**config.mk**
```make
export PLATFORM = sky130hd
export DESIGN_NAME = xdata_engine
export DESIGN_NICKNAME = d
export VERILOG_FILES = /design/src/xconf_pkg.sv /design/src/xdata_pkg.sv /design/src/xfu_if.sv /design/src/xalu.sv /design/src/xconf_reg.sv /design/src/xdata_bus.sv /design/src/xdata_engine.sv /design/src/xinmux.sv /design/src/xmul.sv
export SDC_FILE = /design/constraint.sdc
export NUM_CORES = 2
export LEC_CHECK = 0
export ABC_AREA = 1
export BUFFER_PORTS_ARGS = -buffer_cell sky130_fd_sc_hd__buf_2
export CORE_MARGIN = 4
export CORE_UTILIZATION = 62
export CTS_CLUSTER_DIAMETER = 30
export DETAILED_ROUTE_END_ITERATION = 16
export GPL_TIMING_DRIVEN = 0
export PLACE_DENSITY_LB_ADDON = 0.25
export REMOVE_ABC_BUFFERS = 1
export SYNTH_ARGS = -nofsm -noshare
export SYNTH_HDL_FRONTEND = slang
export SYNTH_SLANG_ARGS = --single-unit
```
**constraint.sdc**
```tcl
create_clock -name rst_reg -period 18.77 [get_ports rst_reg]
set_clock_uncertainty 0.05 [all_clocks]
set_input_delay 3.754 -clock rst_reg [delete_from_list [all_inputs] [get_ports rst_reg]]
set_output_delay 3.754 -clock rst_reg [all_outputs]
set_load 0.01 [all_outputs]
```
**src/xconf_pkg.sv**
```systemverilog
`default_nettype none

package xconf_pkg;

   localparam int N_W = 4;
   localparam int FN_W = 3;
   localparam int CONF_W = 2*N_W + FN_W;

   typedef logic [N_W-1:0] sel_t;
   typedef logic [FN_W-1:0] fn_t;
   typedef logic [CONF_W-1:0] fu_conf_t;

   // 0..3 current bus, 4..7 previous bus, 8..15 none
   localparam sel_t SEL_NONE = sel_t'(8);

   // reset value of an active word
   localparam fu_conf_t CONF_NONE = {SEL_NONE, SEL_NONE, fn_t'(0)};

   // configuration addresses
   localparam logic UNIT_MUL = 1'b0;
   localparam logic UNIT_ALU = 1'b1;

   typedef enum logic [FN_W-1:0] {
      MUL_LO      = 3'd0,
      MUL_HI      = 3'd1,
      MUL_DIV2_HI = 3'd2
   } mul_fn_e;

   typedef enum logic [FN_W-1:0] {
      ALU_ADD  = 3'd0,
      ALU_SUB  = 3'd1,
      ALU_AND  = 3'd2,
      ALU_OR   = 3'd3,
      ALU_XOR  = 3'd4,
      ALU_MAX  = 3'd5,
      ALU_MIN  = 3'd6,
      ALU_PASS = 3'd7
   } alu_fn_e;

   // word layout is sela | selb | fn
   function automatic sel_t conf_sela(fu_conf_t c);
      return c[CONF_W-1 -: N_W];
   endfunction

   function automatic sel_t conf_selb(fu_conf_t c);
      return c[CONF_W-1-N_W -: N_W];
   endfunction

   function automatic fn_t conf_fn(fu_conf_t c);
      return c[FN_W-1:0];
   endfunction

endpackage

`default_nettype wire

```
**src/xdata_pkg.sv**
```systemverilog
`default_nettype none

package xdata_pkg;

   // data word width and number of bus entries
   localparam int DATA_W = 32;
   localparam int N = 4;

   // bus entry positions
   localparam int ENTRY_A = 0;
   localparam int ENTRY_B = 1;
   localparam int ENTRY_MUL = 2;
   localparam int ENTRY_ALU = 3;

   typedef logic signed [DATA_W-1:0] data_t;

   // full signed product
   typedef logic signed [2*DATA_W-1:0] prod_t;

   // entry 0 in the low word
   typedef logic [N*DATA_W-1:0] bus_t;

endpackage

`default_nettype wire

```
**src/xfu_if.sv**
```systemverilog
`timescale 1ns/10ps
`default_nettype none

interface xfu_if;
   import xdata_pkg::*;
   import xconf_pkg::*;

   bus_t     data_bus;
   bus_t     data_bus_prev;
   fu_conf_t conf;
   data_t    result;

   // functional unit side
   modport fu (
      input  data_bus,
      input  data_bus_prev,
      input  conf,
      output result
   );

   // engine side, bus and configuration in, result back
   modport eng (
      output data_bus,
      output data_bus_prev,
      output conf,
      input  result
   );

endinterface

`default_nettype wire

```
**src/xalu.sv**
```systemverilog
`timescale 1ns/10ps
`default_nettype none

module xalu (
   input logic rst_reg,
   input logic clk,
   xfu_if.fu   fu
);
   import xdata_pkg::*;
   import xconf_pkg::*;

   data_t   op_a;
   data_t   op_b;
   data_t   op_a_reg;
   data_t   op_b_reg;
   data_t   res;
   logic    enablea;
   logic    enableb;
   logic    enabled;
   alu_fn_e fn;

   xinmux muxa (
      .sel           (conf_sela(fu.conf)),
      .data_bus      (fu.data_bus),
      .data_bus_prev (fu.data_bus_prev),
      .data_out      (op_a),
      .enabled       (enablea)
   );

   xinmux muxb (
      .sel           (conf_selb(fu.conf)),
      .data_bus      (fu.data_bus),
      .data_bus_prev (fu.data_bus_prev),
      .data_out      (op_b),
      .enabled       (enableb)
   );

   assign enabled = enablea & enableb;
   assign fn = alu_fn_e'(conf_fn(fu.conf));

   always_ff @(posedge rst_reg or posedge clk) begin
      if (clk) begin
         op_a_reg <= '0;
         op_b_reg <= '0;
      end else begin
         op_a_reg <= op_a;
         op_b_reg <= op_b;
      end
   end

   // signed compares for max and min
   always_comb begin
      res = op_a_reg;
      case (fn)
         ALU_ADD:  res = op_a_reg + op_b_reg;
         ALU_SUB:  res = op_a_reg - op_b_reg;
         ALU_AND:  res = op_a_reg & op_b_reg;
         ALU_OR:   res = op_a_reg | op_b_reg;
         ALU_XOR:  res = op_a_reg ^ op_b_reg;
         ALU_MAX:  res = (op_a_reg > op_b_reg) ? op_a_reg : op_b_reg;
         ALU_MIN:  res = (op_a_reg < op_b_reg) ? op_a_reg : op_b_reg;
         ALU_PASS: res = op_a_reg;
         default:  res = op_a_reg;
      endcase
   end

   always_ff @(posedge rst_reg or posedge clk) begin
      if (clk)
         fu.result <= '0;
      else if (enabled)
         fu.result <= res;
   end

   // active word comes from the configuration block
   a_fn_known: assert property (
      @(posedge rst_reg) disable iff (clk) enabled |-> !$isunknown(fn)
   );

endmodule

`default_nettype wire

```
**src/xconf_reg.sv**
```systemverilog
`timescale 1ns/10ps
`default_nettype none

module xconf_reg (
   input  logic                rst_reg,
   input  logic                clk,
   input  logic                conf_we,
   input  logic                conf_addr,
   input  xconf_pkg::fu_conf_t conf_wdata,
   input  logic                conf_update,
   output xconf_pkg::fu_conf_t mul_conf,
   output xconf_pkg::fu_conf_t alu_conf
);
   import xconf_pkg::*;

   fu_conf_t mul_shadow;
   fu_conf_t alu_shadow;
   fu_conf_t mul_next;
   fu_conf_t alu_next;

   // a write in the update cycle is forwarded
   assign mul_next = (conf_we && conf_addr == UNIT_MUL) ? conf_wdata : mul_shadow;
   assign alu_next = (conf_we && conf_addr == UNIT_ALU) ? conf_wdata : alu_shadow;

   always_ff @(posedge rst_reg or posedge clk) begin
      if (clk) begin
         mul_shadow <= '0;
         alu_shadow <= '0;
      end else begin
         mul_shadow <= mul_next;
         alu_shadow <= alu_next;
      end
   end

   // both units switch on the same edge
   always_ff @(posedge rst_reg or posedge clk) begin
      if (clk) begin
         mul_conf <= CONF_NONE;
         alu_conf <= CONF_NONE;
      end else if (conf_update) begin
         mul_conf <= mul_next;
         alu_conf <= alu_next;
      end
   end

   a_addr_known: assert property (
      @(posedge rst_reg) disable iff (clk) conf_we |-> !$isunknown(conf_addr)
   );

endmodule

`default_nettype wire

```
**src/xdata_bus.sv**
```systemverilog
`timescale 1ns/10ps
`default_nettype none

module xdata_bus (
   input  logic             rst_reg,
   input  logic             clk,
   input  logic             in_we,
   input  xdata_pkg::data_t in_a,
   input  xdata_pkg::data_t in_b,
   input  xdata_pkg::data_t mul_result,
   input  xdata_pkg::data_t alu_result,
   output xdata_pkg::bus_t  data_bus,
   output xdata_pkg::bus_t  data_bus_prev
);
   import xdata_pkg::*;

   data_t in_a_reg;
   data_t in_b_reg;

   always_ff @(posedge rst_reg or posedge clk) begin
      if (clk) begin
         in_a_reg <= '0;
         in_b_reg <= '0;
      end else if (in_we) begin
         in_a_reg <= in_a;
         in_b_reg <= in_b;
      end
   end

   assign data_bus[ENTRY_A*DATA_W +: DATA_W] = in_a_reg;
   assign data_bus[ENTRY_B*DATA_W +: DATA_W] = in_b_reg;
   assign data_bus[ENTRY_MUL*DATA_W +: DATA_W] = mul_result;
   assign data_bus[ENTRY_ALU*DATA_W +: DATA_W] = alu_result;

   // one cycle delayed copy
   always_ff @(posedge rst_reg or posedge clk) begin
      if (clk)
         data_bus_prev <= '0;
      else
         data_bus_prev <= data_bus;
   end

   // unit results feed back in, so this covers both units too
   a_bus_known: assert property (
      @(posedge rst_reg) disable iff (clk) !$isunknown(data_bus)
   );

endmodule

`default_nettype wire

```
**src/xdata_engine.sv**
```systemverilog
`timescale 1ns/10ps
`default_nettype none

module xdata_engine (
   input  logic                rst_reg,
   input  logic                clk,
   input  logic                in_we,
   input  xdata_pkg::data_t    in_a,
   input  xdata_pkg::data_t    in_b,
   input  logic                conf_we,
   input  logic                conf_addr,
   input  xconf_pkg::fu_conf_t conf_wdata,
   input  logic                conf_update,
   output xdata_pkg::data_t    mul_result,
   output xdata_pkg::data_t    alu_result
);
   import xdata_pkg::*;

   bus_t data_bus;
   bus_t data_bus_prev;

   xfu_if mul_if ();
   xfu_if alu_if ();

   xdata_bus i_xdata_bus (
      .rst_reg       (rst_reg),
      .clk           (clk),
      .in_we         (in_we),
      .in_a          (in_a),
      .in_b          (in_b),
      .mul_result    (mul_if.result),
      .alu_result    (alu_if.result),
      .data_bus      (data_bus),
      .data_bus_prev (data_bus_prev)
   );

   // same bus to both units
   assign mul_if.data_bus = data_bus;
   assign mul_if.data_bus_prev = data_bus_prev;
   assign alu_if.data_bus = data_bus;
   assign alu_if.data_bus_prev = data_bus_prev;

   xconf_reg i_xconf_reg (
      .rst_reg     (rst_reg),
      .clk         (clk),
      .conf_we     (conf_we),
      .conf_addr   (conf_addr),
      .conf_wdata  (conf_wdata),
      .conf_update (conf_update),
      .mul_conf    (mul_if.conf),
      .alu_conf    (alu_if.conf)
   );

   xmul i_xmul (
      .rst_reg (rst_reg),
      .clk     (clk),
      .fu      (mul_if.fu)
   );

   xalu i_xalu (
      .rst_reg (rst_reg),
      .clk     (clk),
      .fu      (alu_if.fu)
   );

   assign mul_result = mul_if.result;
   assign alu_result = alu_if.result;

endmodule

`default_nettype wire

```
**src/xinmux.sv**
```systemverilog
`timescale 1ns/10ps
`default_nettype none

module xinmux (
   input  xconf_pkg::sel_t  sel,
   input  xdata_pkg::bus_t  data_bus,
   input  xdata_pkg::bus_t  data_bus_prev,
   output xdata_pkg::data_t data_out,
   output logic             enabled
);
   import xdata_pkg::*;
   import xconf_pkg::*;

   int idx;

   assign idx = int'(sel);

   always_comb begin
      data_out = '0;
      enabled = 1'b0;
      if (idx < N) begin
         data_out = data_bus[idx*DATA_W +: DATA_W];
         enabled = 1'b1;
      end else if (idx < 2*N) begin
         // previous cycle copy of the same entry
         data_out = data_bus_prev[(idx-N)*DATA_W +: DATA_W];
         enabled = 1'b1;
      end
   end

endmodule

`default_nettype wire

```
**src/xmul.sv**
```systemverilog
`timescale 1ns/10ps
`default_nettype none

module xmul (
   input logic rst_reg,
   input logic clk,
   xfu_if.fu   fu
);
   import xdata_pkg::*;
   import xconf_pkg::*;

   data_t   op_a;
   data_t   op_b;
   data_t   op_a_reg;
   data_t   op_b_reg;
   prod_t   prod_reg;
   data_t   res;
   logic    enablea;
   logic    enableb;
   logic    enabled;
   mul_fn_e fn;

   xinmux muxa (
      .sel           (conf_sela(fu.conf)),
      .data_bus      (fu.data_bus),
      .data_bus_prev (fu.data_bus_prev),
      .data_out      (op_a),
      .enabled       (enablea)
   );

   xinmux muxb (
      .sel           (conf_selb(fu.conf)),
      .data_bus      (fu.data_bus),
      .data_bus_prev (fu.data_bus_prev),
      .data_out      (op_b),
      .enabled       (enableb)
   );

   assign enabled = enablea & enableb;
   assign fn = mul_fn_e'(conf_fn(fu.conf));

   // operand and product stages
   always_ff @(posedge rst_reg or posedge clk) begin
      if (clk) begin
         op_a_reg <= '0;
         op_b_reg <= '0;
         prod_reg <= '0;
      end else begin
         op_a_reg <= op_a;
         op_b_reg <= op_b;
         prod_reg <= op_a_reg * op_b_reg;
      end
   end

   // result window
   always_comb begin
      case (fn)
         MUL_HI:      res = prod_reg[2*DATA_W-2 -: DATA_W];
         MUL_DIV2_HI: res = prod_reg[2*DATA_W-1 -: DATA_W];
         default:     res = prod_reg[DATA_W-1:0];
      endcase
   end

   always_ff @(posedge rst_reg or posedge clk) begin
      if (clk)
         fu.result <= '0;
      else if (enabled)
         fu.result <= res;
   end

   a_hold_when_disabled: assert property (
      @(posedge rst_reg) disable iff (clk) !enabled |=> $stable(fu.result)
   );

endmodule

`default_nettype wire
```
==> flow_summary.ini <==
[sta]
setup_viol = 0
slew_viol_final = 0
slew_headroom = 0.01297
post-route-period-util = 0.5165
hold_viol = 0
finalCriticalPeriod_ns = 9.694
whs_ns = 0.3127
rsz0062_at_grt = no
maxClockFrequency_ghz = 0.1032
worstMarginPinSlew_ns = 1.471

[clocking]
cts_tree = built
clkLatencyLatePin_ns = 0.70
clock-sinks = 492
numCtsBuffers = 103
cts.hold.buffers_added = 0
cts-root-buf = clkbuf_16
clockBufferDepth = 3
post_cts.repair.setup_buffers = 0
cts_resized = 0
path_clk_slew_ns = 0.06
htreeDepth = 3

[yosys]
yosysSeqAreaShare = 0.1790
synth_area_per_cell_um2 = 7.684
post-synth-top-area-cell = fa_1
synthFlopType = dfrtp_1
yosysWarnings = 0
syn-instance-count = 8957
syn-cell-area_um2 = 68820
synth_edf_count = 0
ys_async_sr_fraction = 1.000
yosysUniqueCellTypes = 59
yosys.area.top_type_share = 0.3153
synth_seq_cells = 492
synth_area_leaders = fa_1 (32%), dfrtp_1 (18%), inv_1 (12%), nand2_1 (9.3%), o21ai_0 (6.2%)

[floorplanning]
io_pins = 145
die_y_um = 341.2
die_w_um = 341.2
initial_core_util = 0.6288
die_area_um2 = 116400
rows = 121
coreArea_um2 = 109500

[final_layout]
num-nets-final = 10180
syn_to_final_growth_pct = 8.172
n_fill_cell = 8994
layout_commonest_cell = inv_1
largest_reg_flops = 128
final_cell_mix = inv_1 (2216), nand2_1 (1706), fa_1 (1084), o21ai_0 (853), a21oi_1 (609)
finalNonFillerCells = 10300
final_area_um2 = 74450
regArea_um2 = 12420
layout-drive-gt1-share = 0.07032
multi_input_area_um2 = 45790

[detailed_routing]
drc = 0
first_pass_iters = 10
vias_per_cell = 5.995
drt-wirelength-per-cell_um = 23.04
routed_wl_mm = 237.2
postRouteAntennaNets = 0
vias = 61720
initialDrtViolationCount = 6462

[power_and_ir_drop]
swShare = 0.5432
power_density_nw_per_um2 = 149.8
combinationalPowerShare = 0.640
power_frac_seq = 0.182
switching_power_mw = 6.056
cellLeakagePower_nw = 40.84
p_int_mw = 5.093
power_frac_clock = 0.178
ir_drop_v = 0.0001313

[placed_design]
hpwl_mm = 175.1
port_buffers = 144
place_inst = 10100
gp_congestion = 1.060
placed_area_um2 = 70570

[run_status]
status = finished with violations
violations = max-capacitance violations

[setup_path]
endpoint_kind = register
crit_type = register to register
crit_path_cell_trace = nand2_1 -> inv_1 -> fa_1 -> fa_1 -> fa_1 -> inv_1 -> fa_1 -> inv_1 -> fa_1 -> fa_1 -> inv_1 -> fa_1 -> inv_1 -> fa_1 -> ha_1 -> a21oi_1 -> o21ai_0 -> a221oi_1 -> o21ai_0 -> a21oi_1 -> nand2_1 -> xor2_1
path_max_fanout = 32
cpMaxStageDelayCell = dfrtp_1
critPathMostFrequentCell = fa_1
slowest_delay_ns = 1.24
start_kind = register
crit_arrival_ns = 10.20
worstPathRequired_ns = 19.28

[global_route]
grt_pass1_wl_mm = 367.3
overflow = 0
grt_pass1_vias = 64480
antenna_found_initial = 7
grt_max_degree = 131
grtUsageTotal = 0.4098

[worst_hold_path]
hold_path.class = register to register

[job]
drv_cap = 1
==> worst max-delay path, delay by kind of cell, from the launching register on <==
| family | cells | cell delay [ns] |
|---|---|---|
| fa+ha+maj | 9 | 5.38 |
| compound gates | 5 | 1.36 |
| flops | 1 | 1.24 |
| buf+inv | 5 | 0.97 |
| simple gates | 2 | 0.38 |
| xor+xnor | 1 | 0.17 |
==> cell families after synthesis <==
family                   after synthesis  synth area share
AO/OA/AOI/OAI                       1797            0.1414
XOR/XNOR                              81           0.01031
adder cells (fa/ha/maj)             1368            0.3669
buffers and inverters               2794            0.1570
flip-flops                           492            0.1790
multiplexers                          33          0.005400
AND/OR/NAND/NOR                     2392            0.1400
==> per-stage QoR <==
stage,setup TNS [ns],util,worst slack (ns),total power [mW]
after global placement,-2060.58,0.6305,-4.372,8.828
after CTS,0,0.6792,9.015,11.07
final,0,0.6801,9.076,11.15
after detailed placement,0,0.6448,9.042,9.031
after global routing,0,0.6801,8.846,11.96
after floorplan,0,-,1.240,6.305
==> Yosys cell counts (all sizes together), types with 4 or more instances <==
cell / n
dfstp: 4
a31oi: 25
o21bai: 20
o22ai: 152
o21ai: 857
or2: 35
nor2: 342
a21oi: 611
a311oi: 8
xor2: 51
dfrtp: 488
o211ai: 46
xnor2: 30
ha: 284
fa: 1084
nor4: 10
a21o: 14
nand4: 52
o21a: 6
nand3b: 9
a21boi: 4
buf: 134
clkbuf: 415
nand2: 1715
inv: 2239
nor3: 41
nand3: 182
a32oi: 11
and2: 4
clkinv: 6
o2111ai: 6
mux2: 33
a221oi: 22
==> metal layers <==
layer	wire (µm)	global-route usage	vias to the layer above
met5	184	0.006667	-
met4	17810	0.2492	10
li1	-	-	26610
met1	81610	0.4928	29900
met3	26880	0.1030	1217
met2	110700	0.6669	3985
==> power groups by stage <==
stage / Sequential [mW] / Combinational, mW / Clock [mW]
finish: 2.03 / 7.13 / 1.98
global route: 2.05 / 7.86 / 2.05
CTS: 2.00 / 7.08 / 1.99
detailed placement: 2.01 / 7.02 / 0
global placement: 2.18 / 6.65 / 0
floorplan: 1.82 / 4.48 / 0
==> path summary, 6_finish.rpt <==
path / startpoint / end / slack (ns) / cells past startpoint
setup / recovery: i_xmul.op_a_reg[31]$_DFF_PP0_ / i_xmul.prod_reg[62]$_DFF_PP0_ / 9.08 / 22
setup reg to reg: i_xmul.op_a_reg[31]$_DFF_PP0_ / i_xmul.prod_reg[62]$_DFF_PP0_ / 9.08 / 22
hold reg to reg: i_xdata_bus.in_b_reg[6]$_DFFE_PP0P_ / i_xdata_bus.data_bus_prev[38]$_DFF_PP0_ / 0.31 / 0
min in group asynchronous: clk / i_xconf_reg.alu_shadow[6]$_DFF_PP0_ / 2.92 / 2
hold / removal: i_xdata_bus.in_b_reg[6]$_DFFE_PP0P_ / i_xdata_bus.data_bus_prev[38]$_DFF_PP0_ / 0.31 / 0
max in group asynchronous: clk / i_xmul.op_b_reg[24]$_DFF_PP0_ / 13.67 / 5
==> cell type report <==
cell class                 count  share of cell area
clock inverter                76             0.01403
antenna                        2          0.00006723
multi-input combinational   5671              0.6151
clock buffer                 118             0.03660
sequential                   492              0.1668
timing repair buffer         215             0.02896
inverter                    2245              0.1136
tap                         1476             0.02481
No activity file was read; power rests on OpenSTA's default activity.
